## config.mk

```make
export PLATFORM = sky130hd
export DESIGN_NAME = bomb_top
export DESIGN_NICKNAME = d
export VERILOG_FILES = /design/src/verilog/bomb_pkg.sv /design/src/verilog/bomb_top.sv /design/src/verilog/button_strobe.sv /design/src/verilog/fsm_playing.sv /design/src/verilog/game_fsm.sv /design/src/verilog/maze_game.sv /design/src/verilog/memory_game.sv /design/src/verilog/wire_game.sv
export SDC_FILE = /design/constraint.sdc
export NUM_CORES = 1
export LEC_CHECK = 0
export BUFFER_PORTS_ARGS = -buffer_cell sky130_fd_sc_hd__buf_2
export CAP_MARGIN = 20
export CORE_ASPECT_RATIO = 1.25
export CORE_UTILIZATION = 30
export DETAILED_ROUTE_END_ITERATION = 10
export PLACE_DENSITY = 0.49
export SLEW_MARGIN = 5
export SYNTH_ARGS = -nofsm -noshare
export SYNTH_HDL_FRONTEND = slang
export SYNTH_HIERARCHICAL = 1
export SYNTH_SLANG_ARGS = --single-unit
```

## constraint.sdc

```tcl
create_clock -name clk -period 5 [get_ports clk]
set_clock_uncertainty 0.1 [all_clocks]
set_input_delay 1 -clock clk [delete_from_list [all_inputs] [get_ports clk]]
set_output_delay 1 -clock clk [all_outputs]
set_load 0.03 [all_outputs]
```

## src/verilog/bomb_pkg.sv

```systemverilog
package bomb_pkg;

    // top level game flow
    typedef enum logic [2:0] {
        MENU = 3'd0,
        PLAY = 3'd1,
        LOST = 3'd2,
        WON  = 3'd3
    } game_state_t;

    // where the player is while a game runs
    typedef enum logic [2:0] {
        MOD  = 3'd0,
        MAZE = 3'd1,
        WIRE = 3'd2,
        MEM  = 3'd3
    } playing_state_t;

    localparam int button_w = 6;

    // one-hot button codes, select in bit 0 and back in bit 5
    localparam logic [button_w-1:0] btn_select = 6'b000001;
    localparam logic [button_w-1:0] btn_up     = 6'b000010;
    localparam logic [button_w-1:0] btn_right  = 6'b000100;
    localparam logic [button_w-1:0] btn_down   = 6'b001000;
    localparam logic [button_w-1:0] btn_left   = 6'b010000;
    localparam logic [button_w-1:0] btn_back   = 6'b100000;
    localparam logic [button_w-1:0] btn_none   = 6'b000000;

endpackage

```

## src/verilog/bomb_top.sv

```systemverilog
`timescale 1ns/1ns

module bomb_top #(
    parameter int unsigned mod_num     = 3,
    parameter int unsigned time_limit  = 60,
    parameter int unsigned tick_div    = 1000,
    parameter int unsigned max_strikes = 3,
    parameter logic [15:0] maze_walls  = 16'h2822,
    parameter int unsigned wire_answer = 2,
    parameter logic [7:0]  mem_key     = 8'h72
) (
    input  logic                          clk,
    input  logic                          nrst,
    input  logic [bomb_pkg::button_w-1:0] buttons,
    output bomb_pkg::game_state_t         game_state,
    output bomb_pkg::playing_state_t      playing_state,
    output logic                          cursor_row,
    output logic                          cursor_col,
    output logic [1:0]                    maze_row,
    output logic [1:0]                    maze_col,
    output logic [1:0]                    wire_sel,
    output logic [7:0]                    time_left,
    output logic [1:0]                    strikes,
    output logic                          game_clear
);
    import bomb_pkg::*;

    logic                strobe;
    logic [button_w-1:0] button;
    logic                maze_clear;
    logic                wire_clear;
    logic                mem_clear;
    logic                maze_strike;
    logic                wire_strike;
    logic                mem_strike;

    button_strobe u_strobe (
        .clk(clk), .nrst(nrst), .buttons(buttons), .strobe(strobe), .button(button)
    );

    game_fsm #(
        .time_limit(time_limit), .tick_div(tick_div), .max_strikes(max_strikes)
    ) u_game (
        .clk(clk), .nrst(nrst), .strobe(strobe), .button(button), .game_clear(game_clear),
        .maze_strike(maze_strike), .wire_strike(wire_strike), .mem_strike(mem_strike),
        .game_state(game_state), .time_left(time_left), .strikes(strikes)
    );

    fsm_playing #(.mod_num(mod_num)) u_playing (
        .clk(clk), .nrst(nrst), .strobe(strobe), .button(button), .game_state(game_state),
        .maze_clear(maze_clear), .wire_clear(wire_clear), .mem_clear(mem_clear),
        .playing_state(playing_state), .cursor_row(cursor_row), .cursor_col(cursor_col),
        .game_clear(game_clear)
    );

    // *************************************************************************
    // puzzle modules
    // *************************************************************************
    maze_game #(.maze_walls(maze_walls)) u_maze (
        .clk(clk), .nrst(nrst), .strobe(strobe), .button(button), .game_state(game_state),
        .playing_state(playing_state), .maze_row(maze_row), .maze_col(maze_col),
        .clear(maze_clear), .strike(maze_strike)
    );

    wire_game #(.wire_answer(wire_answer)) u_wire (
        .clk(clk), .nrst(nrst), .strobe(strobe), .button(button), .game_state(game_state),
        .playing_state(playing_state), .wire_sel(wire_sel),
        .clear(wire_clear), .strike(wire_strike)
    );

    memory_game #(.mem_key(mem_key)) u_mem (
        .clk(clk), .nrst(nrst), .strobe(strobe), .button(button), .game_state(game_state),
        .playing_state(playing_state), .clear(mem_clear), .strike(mem_strike)
    );

endmodule

```

## src/verilog/button_strobe.sv

```systemverilog
`timescale 1ns/1ns

module button_strobe (
    input  logic                          clk,
    input  logic                          nrst,
    input  logic [bomb_pkg::button_w-1:0] buttons,
    output logic                          strobe,
    output logic [bomb_pkg::button_w-1:0] button
);
    import bomb_pkg::*;

    logic [button_w-1:0] sync_1;
    logic [button_w-1:0] sync_2;
    logic [button_w-1:0] prev;
    logic [button_w-1:0] rise;
    logic                one_new;
    logic                single;

    assign rise    = sync_2 & ~prev;
    assign one_new = (rise != btn_none) && ((rise & (rise - 1'b1)) == btn_none);
    // nothing else may be held while the new bit comes up
    assign single  = one_new && (sync_2 == rise);

    always_ff @(posedge clk) begin
        if (!nrst) begin
            sync_1 <= btn_none;
            sync_2 <= btn_none;
            prev   <= btn_none;
            strobe <= 1'b0;
            button <= btn_none;
        end else begin
            sync_1 <= buttons;
            sync_2 <= sync_1;
            prev   <= sync_2;
            strobe <= single;
            button <= single ? rise : btn_none;
        end
    end

endmodule

```

## src/verilog/fsm_playing.sv

```systemverilog
`timescale 1ns/1ns

module fsm_playing #(
    parameter int unsigned mod_num = 3
) (
    input  logic                          clk,
    input  logic                          nrst,
    input  logic                          strobe,
    input  logic [bomb_pkg::button_w-1:0] button,
    input  bomb_pkg::game_state_t         game_state,
    input  logic                          maze_clear,
    input  logic                          wire_clear,
    input  logic                          mem_clear,
    output bomb_pkg::playing_state_t      playing_state,
    output logic                          cursor_row,
    output logic                          cursor_col,
    output logic                          game_clear
);
    import bomb_pkg::*;

    playing_state_t next_state;
    logic [2:0]     num_clear;
    logic [2:0]     next_num_clear;
    logic           next_row;
    logic           next_col;
    logic           sub_clear;
    logic           restart;

    // panel map, both bottom cells open the memory puzzle
    function automatic playing_state_t panel_module(input logic row, input logic col);
        if (row) begin
            return MEM;
        end
        return col ? WIRE : MAZE;
    endfunction

    assign sub_clear  = maze_clear | wire_clear | mem_clear;
    // leaving a finished game clears the count in step with game_fsm
    assign restart    = (game_state == MENU) ||
                        (game_state != PLAY && strobe && button == btn_select);
    assign game_clear = (num_clear == 3'(mod_num));

    always_comb begin
        next_state     = playing_state;
        next_num_clear = num_clear;
        next_row       = cursor_row;
        next_col       = cursor_col;
        if (restart) begin
            next_state     = MOD;
            next_num_clear = 3'd0;
            next_row       = 1'b0;
            next_col       = 1'b0;
        end else if (game_state == PLAY) begin
            if (playing_state == MOD) begin
                if (strobe) begin
                    case (button)
                        btn_up:     next_row = 1'b0;
                        btn_down:   next_row = 1'b1;
                        btn_left:   next_col = 1'b0;
                        btn_right:  next_col = 1'b1;
                        btn_select: next_state = panel_module(cursor_row, cursor_col);
                        default:    ;
                    endcase
                end
            end else if (strobe && button == btn_back) begin
                next_state = MOD;
            end else if (sub_clear) begin
                next_num_clear = num_clear + 3'd1;
            end
        end
    end

    always_ff @(posedge clk) begin
        if (!nrst) begin
            playing_state <= MOD;
            num_clear     <= 3'd0;
            cursor_row    <= 1'b0;
            cursor_col    <= 1'b0;
        end else begin
            playing_state <= next_state;
            num_clear     <= next_num_clear;
            cursor_row    <= next_row;
            cursor_col    <= next_col;
        end
    end

endmodule

```

## src/verilog/game_fsm.sv

```systemverilog
`timescale 1ns/1ns

module game_fsm #(
    parameter int unsigned time_limit  = 60,
    parameter int unsigned tick_div    = 1000,
    parameter int unsigned max_strikes = 3
) (
    input  logic                          clk,
    input  logic                          nrst,
    input  logic                          strobe,
    input  logic [bomb_pkg::button_w-1:0] button,
    input  logic                          game_clear,
    input  logic                          maze_strike,
    input  logic                          wire_strike,
    input  logic                          mem_strike,
    output bomb_pkg::game_state_t         game_state,
    output logic [7:0]                    time_left,
    output logic [1:0]                    strikes
);
    import bomb_pkg::*;

    localparam int             presc_w    = $clog2(tick_div + 1);
    localparam logic [presc_w-1:0] presc_last = presc_w'(tick_div - 1);
    localparam logic [7:0]     time_init  = 8'(time_limit);
    localparam logic [1:0]     strike_lim = 2'(max_strikes);

    logic [presc_w-1:0] presc;
    logic               tick;
    logic               strike_hit;
    logic               press_select;

    assign tick         = (presc == presc_last);
    assign strike_hit   = maze_strike | wire_strike | mem_strike;
    assign press_select = strobe && (button == btn_select);

    // *************************************************************************
    // game flow, countdown and strikes
    // *************************************************************************
    always_ff @(posedge clk) begin
        if (!nrst) begin
            game_state <= MENU;
            presc      <= '0;
            time_left  <= time_init;
            strikes    <= 2'd0;
        end else begin
            case (game_state)
                MENU: begin
                    if (press_select) begin
                        game_state <= PLAY;
                        presc      <= '0;
                        time_left  <= time_init;
                        strikes    <= 2'd0;
                    end
                end
                PLAY: begin
                    presc <= tick ? '0 : presc + 1'b1;
                    if (tick && time_left != 8'd0) begin
                        time_left <= time_left - 8'd1;
                    end
                    if (strike_hit) begin
                        strikes <= strikes + 2'd1;
                    end
                    // a finished panel wins even on the last tick
                    if (game_clear) begin
                        game_state <= WON;
                    end else if (strikes >= strike_lim || time_left == 8'd0) begin
                        game_state <= LOST;
                    end
                end
                LOST, WON: begin
                    if (press_select) begin
                        game_state <= MENU;
                    end
                end
                default: game_state <= MENU;
            endcase
        end
    end

endmodule

```

## src/verilog/maze_game.sv

```systemverilog
`timescale 1ns/1ns

module maze_game #(
    parameter logic [15:0] maze_walls = 16'h2822
) (
    input  logic                          clk,
    input  logic                          nrst,
    input  logic                          strobe,
    input  logic [bomb_pkg::button_w-1:0] button,
    input  bomb_pkg::game_state_t         game_state,
    input  bomb_pkg::playing_state_t      playing_state,
    output logic [1:0]                    maze_row,
    output logic [1:0]                    maze_col,
    output logic                          clear,
    output logic                          strike
);
    import bomb_pkg::*;

    logic       solved;
    logic       active;
    logic       on_grid;
    logic [1:0] tgt_row;
    logic [1:0] tgt_col;
    logic       hit_wall;

    assign active   = strobe && game_state == PLAY && playing_state == MAZE && !solved;
    // cell index is row * 4 + col
    assign hit_wall = maze_walls[{tgt_row, tgt_col}];

    // target cell of an arrow, off the grid counts as no move
    always_comb begin
        tgt_row = maze_row;
        tgt_col = maze_col;
        on_grid = 1'b0;
        case (button)
            btn_up: begin
                on_grid = (maze_row != 2'd0);
                tgt_row = maze_row - 2'd1;
            end
            btn_down: begin
                on_grid = (maze_row != 2'd3);
                tgt_row = maze_row + 2'd1;
            end
            btn_left: begin
                on_grid = (maze_col != 2'd0);
                tgt_col = maze_col - 2'd1;
            end
            btn_right: begin
                on_grid = (maze_col != 2'd3);
                tgt_col = maze_col + 2'd1;
            end
            default: ;
        endcase
    end

    always_ff @(posedge clk) begin
        if (!nrst) begin
            maze_row <= 2'd0;
            maze_col <= 2'd0;
            solved   <= 1'b0;
            clear    <= 1'b0;
            strike   <= 1'b0;
        end else begin
            clear  <= 1'b0;
            strike <= 1'b0;
            if (game_state == MENU) begin
                maze_row <= 2'd0;
                maze_col <= 2'd0;
                solved   <= 1'b0;
            end else if (active && on_grid) begin
                if (hit_wall) begin
                    strike <= 1'b1;
                end else begin
                    maze_row <= tgt_row;
                    maze_col <= tgt_col;
                    // goal is the bottom right corner
                    if (tgt_row == 2'd3 && tgt_col == 2'd3) begin
                        solved <= 1'b1;
                        clear  <= 1'b1;
                    end
                end
            end
        end
    end

endmodule

```

## src/verilog/memory_game.sv

```systemverilog
`timescale 1ns/1ns

module memory_game #(
    parameter logic [7:0] mem_key = 8'h72
) (
    input  logic                          clk,
    input  logic                          nrst,
    input  logic                          strobe,
    input  logic [bomb_pkg::button_w-1:0] button,
    input  bomb_pkg::game_state_t         game_state,
    input  bomb_pkg::playing_state_t      playing_state,
    output logic                          clear,
    output logic                          strike
);
    import bomb_pkg::*;

    logic [1:0] step;
    logic       solved;
    logic       active;
    logic       is_dir;
    logic [1:0] dir;
    logic [1:0] expected;

    assign active   = strobe && game_state == PLAY && playing_state == MEM && !solved;
    // key holds the steps in order from the low bits
    assign expected = mem_key[{step, 1'b0} +: 2];

    // direction code 0 up, 1 right, 2 down, 3 left
    always_comb begin
        is_dir = 1'b1;
        case (button)
            btn_up:    dir = 2'd0;
            btn_right: dir = 2'd1;
            btn_down:  dir = 2'd2;
            btn_left:  dir = 2'd3;
            default: begin
                dir    = 2'd0;
                is_dir = 1'b0;
            end
        endcase
    end

    always_ff @(posedge clk) begin
        if (!nrst) begin
            step   <= 2'd0;
            solved <= 1'b0;
            clear  <= 1'b0;
            strike <= 1'b0;
        end else begin
            clear  <= 1'b0;
            strike <= 1'b0;
            if (game_state == MENU) begin
                step   <= 2'd0;
                solved <= 1'b0;
            end else if (active && is_dir) begin
                if (dir != expected) begin
                    strike <= 1'b1;
                    step   <= 2'd0;
                end else if (step == 2'd3) begin
                    solved <= 1'b1;
                    clear  <= 1'b1;
                end else begin
                    step <= step + 2'd1;
                end
            end
        end
    end

endmodule

```

## src/verilog/wire_game.sv

```systemverilog
`timescale 1ns/1ns

module wire_game #(
    parameter int unsigned wire_answer = 2
) (
    input  logic                          clk,
    input  logic                          nrst,
    input  logic                          strobe,
    input  logic [bomb_pkg::button_w-1:0] button,
    input  bomb_pkg::game_state_t         game_state,
    input  bomb_pkg::playing_state_t      playing_state,
    output logic [1:0]                    wire_sel,
    output logic                          clear,
    output logic                          strike
);
    import bomb_pkg::*;

    logic solved;
    logic active;

    assign active = strobe && game_state == PLAY && playing_state == WIRE && !solved;

    always_ff @(posedge clk) begin
        if (!nrst) begin
            wire_sel <= 2'd0;
            solved   <= 1'b0;
            clear    <= 1'b0;
            strike   <= 1'b0;
        end else begin
            clear  <= 1'b0;
            strike <= 1'b0;
            if (game_state == MENU) begin
                wire_sel <= 2'd0;
                solved   <= 1'b0;
            end else if (active) begin
                case (button)
                    // selector wraps around the four wires
                    btn_left:  wire_sel <= wire_sel - 2'd1;
                    btn_right: wire_sel <= wire_sel + 2'd1;
                    btn_select: begin
                        if (wire_sel == 2'(wire_answer)) begin
                            solved <= 1'b1;
                            clear  <= 1'b1;
                        end else begin
                            strike <= 1'b1;
                        end
                    end
                    default: ;
                endcase
            end
        end
    end

endmodule
```

==> results by group <==
Outcome
  – Outcome: finished, final reports clean

CTS
  – Insertion delay to the later sink of the worst-skew pair: 0.33 ns
  – Post-CTS Setup Bufs: 0
  – CTS clk-pin slew, worst paths: 0.06 ns
  – TritonCTS Buffers: 9
  – TritonCTS clock tree: done
  – H-tree depth: 3
  – CTS sink cnt: 71
  – Post-CTS Hold Buffers: 0
  – # resized after CTS: 0
  – Maximum clock insertion buffer count: 2
  – CTS Root Buffer Type: clkbuf_16

Global routing
  – First-pass GRT wire length: 16240 um
  – Antenna violations before repair: 0
  – Vias in the first global route: 3297
  – Total GRT Usage: 14.88%
  – Grt ovf: 0
  – Largest net degree at the start of global routing: 25

Power and ir drop
  – Pwr per Cell Area: 291.6 nW/um2
  – Worst VDD drop: 0.1526 mV
  – Leakage power total: 1.604 nW
  – PnR Total Power: 1.333 mW

Setup path
  – Crit end category: primary output
  – CP cell instances: buf_2
  – Critical path class: flip-flop to primary output
  – Worst Path Required: 3.90 ns
  – Startpoint types: flip-flop
  – CP delay by family, top: flip-flops
  – Data arrival time of the critical path: 1.54 ns
  – Worst path bufs/invs: 1
  – Critical Path Slowest Stage Cell: dfxtp_1
  – CP max FO: 23
  – Slowest stage delay, CP: 0.88 ns

Layout
  – Synth-to-layout area growth: 15.06%
  – Ant diodes: 0
  – Post-Route Utilization: 35.77%
  – Fin area: 4571 um2
  – Final nets: 488
  – Filler instances: 1356
  – Register area: 1421 um2
  – Share of cells above drive strength 1: 18.07%
  – Multi-input logic area: 2390 um2
  – Fin cells: 644

Logic synthesis
  – Largest family of logic cells by synthesized area: simple AND/OR/NAND/NOR gates
  – Syn. warnings: 6
  – Compound-cell area share of the yosys netlist: 20.85%
  – Post-synthesis sequential area ratio: 35.78%
  – Post-synthesis simple-gate area fraction: 32.82%
  – Synth Area in Adders: 2.835%
  – Ys async rst share: 0%
  – Synth Flop Type: dfxtp_1
  – EDFF count, synth: 0
  – Synth Register Bits: 71
  – Synthesized area: 3973 um2
  – Synth Area in XOR/XNOR: 1.953%
  – Post-Synthesis Cells: 445
  – Syn avg cell area: 8.927 um2
  – Syn_nets: 462
  – Post-synth cell types: 85
  – Proportion of synthesized area in mux cells: 1.512%

Placed design
  – Input/output buffers: 30
  – Placed Instances: 628
  – RD Place Congestion: 0.8385
  – Pre-CTS setup slack: 2.392 ns
  – Area after DPL: 4247 um2
  – DP HPWL: 6808 um

Drt
  – Routed via count: 3450
  – Drt drc: 0
  – WL/cell: 14.88 um
  – First-pass detailed-route iteration total: 4
  – WL final: 9583 um
  – 1st-iter DRT viols: 172
  – Via density: 5.357
  – Antenna violation net count after detailed routing: 0

Job
  – Total of max-cap violations: 0

Timing
  – Relative slew slack: 42.38%
  – Final hold violation count: 0
  – # setup viols final: 0
  – Least-Margin Pin Slew: 0.8632 ns
  – Worst hold margin: 0.3316 ns
  – Final min period: 2.644 ns
  – RSZ-0062 raised after global routing: no
  – Final worst-path cycle share: 52.89%
  – Setup TNS: 0 ns
  – Fmax: 0.3781 GHz
  – Slack of the critical path: 2.356 ns
  – Slew Viols, Final: 0

Floorplan
  – Top Ports: 33
  – Die Y: 130.7 um
  – Full die area: 13710 um2
  – Core area: 12780 um2
  – Die width: 104.9 um
  – Row cnt: 46
  – Initial Util: 31.09%

Min path
  – Min-delay worst type: flip-flop to flip-flop
-- path summary, 6_finish.rpt --
| kind | startpoint | end | slack (ns) | cells past startpoint |
|---|---|---|---|---|
| max | u_game/game_state[1] | game_state[1] | 2.36 | 1 |
| min | u_strobe/sync_1[1] | u_strobe/sync_2[1] | 0.33 | 1 |
| max reg2reg | u_strobe/button[2] | u_maze/solved | 2.49 | 5 |
| min reg2reg | u_strobe/sync_1[1] | u_strobe/sync_2[1] | 0.33 | 1 |
-- worst register-to-register path, delay by kind of cell, from the launching register on --
family          cells  cell delay, ns
simple gates        3            1.50
flops               1            0.52
compound gates      2            0.33
-- synth_stat cells, drive strengths merged, types with 5 or more instances --
master | n | area share (%)
a211oi | 9 | 1.7
a21oi | 19 | 2.4
a31oi | 5 | 0.79
and2 | 20 | 3.2
buf | 11 | 2.1
clkbuf | 7 | 0.66
dfxtp | 71 | 36
ha | 9 | 2.8
inv | 14 | 1.3
mux2i | 6 | 1.5
nand2 | 22 | 2.1
nand2b | 9 | 1.4
nand3 | 21 | 2.8
nand4b | 7 | 1.5
nor2 | 24 | 2.3
nor2b | 11 | 2.1
nor3 | 18 | 2.4
nor4 | 19 | 3.7
nor4b | 6 | 1.5
o21a | 5 | 0.94
o21ai | 27 | 3.5
o31a | 8 | 1.8
o31ai | 8 | 1.8
or3 | 15 | 2.8
or4 | 5 | 1.2
-- cell families (layout without fill, tap and decap cells) --
family | after synthesis | after routing
AOI/OAI and AO/OA | 111 | 111
xor gates and xnor gates | 8 | 8
adders and majority gates | 9 | 9
buffers and inverters | 32 | 63
DFF | 71 | 71
muxes | 6 | 6
other | 2 | 2
and+or+nand+nor | 206 | 206
-- sequential cells by signal, summed over array words and instances (netlist names), 2 cells and up --
name	count
u_wire/wire_sel	2
u_strobe/prev	6
u_game/time_left	8
u_maze/maze_col	2
u_strobe/button	6
u_strobe/sync_1	6
u_game/strikes	2
u_mem/step	2
u_playing/num_clear	3
u_game/game_state	2
u_playing/playing_state	2
u_strobe/sync_2	6
u_maze/maze_row	2
u_game/presc	10
-- metal layers --
layer / vias up / track usage [%] / part of all wire, %
met2: 66 / 25.79 / 49
li1: 1730 / - / -
met1: 1640 / 18.15 / 46
met5: - / 0 / 0
met3: 14 / 2.976 / 3.6
met4: 0 / 6.131 / 1.7
-- cells in the final DEF, fill, tap and decap left out, types with 10 or more instances in the layout --
| master | instances |
|---|---|
| o21ai_0 | 23 |
| dfxtp_1 | 71 |
| nand2_1 | 22 |
| nor3_1 | 17 |
| buf_2 | 30 |
| inv_1 | 14 |
| nand3_1 | 20 |
| nor4_1 | 17 |
| nor2_1 | 23 |
| a21oi_1 | 19 |
| and2_1 | 19 |
| or3_1 | 10 |
-- cell type report --
type / count / area share, %
tap: 168 / 4.599
multi-input combinational: 342 / 52.29
sequential: 71 / 31.10
inverter: 14 / 1.150
timing repair buffer: 33 / 3.778
clock buffer: 11 / 5.311
clock inverter: 5 / 1.779
-- where the power goes --
part,leakage [nW],internal (mW),switching [mW]
combinational,0.873,0.0248,0.0399
sequential,0.575,0.574,0.00891
clock,0.156,0.450,0.235
Note: power is estimated with default switching activity, not from simulation.
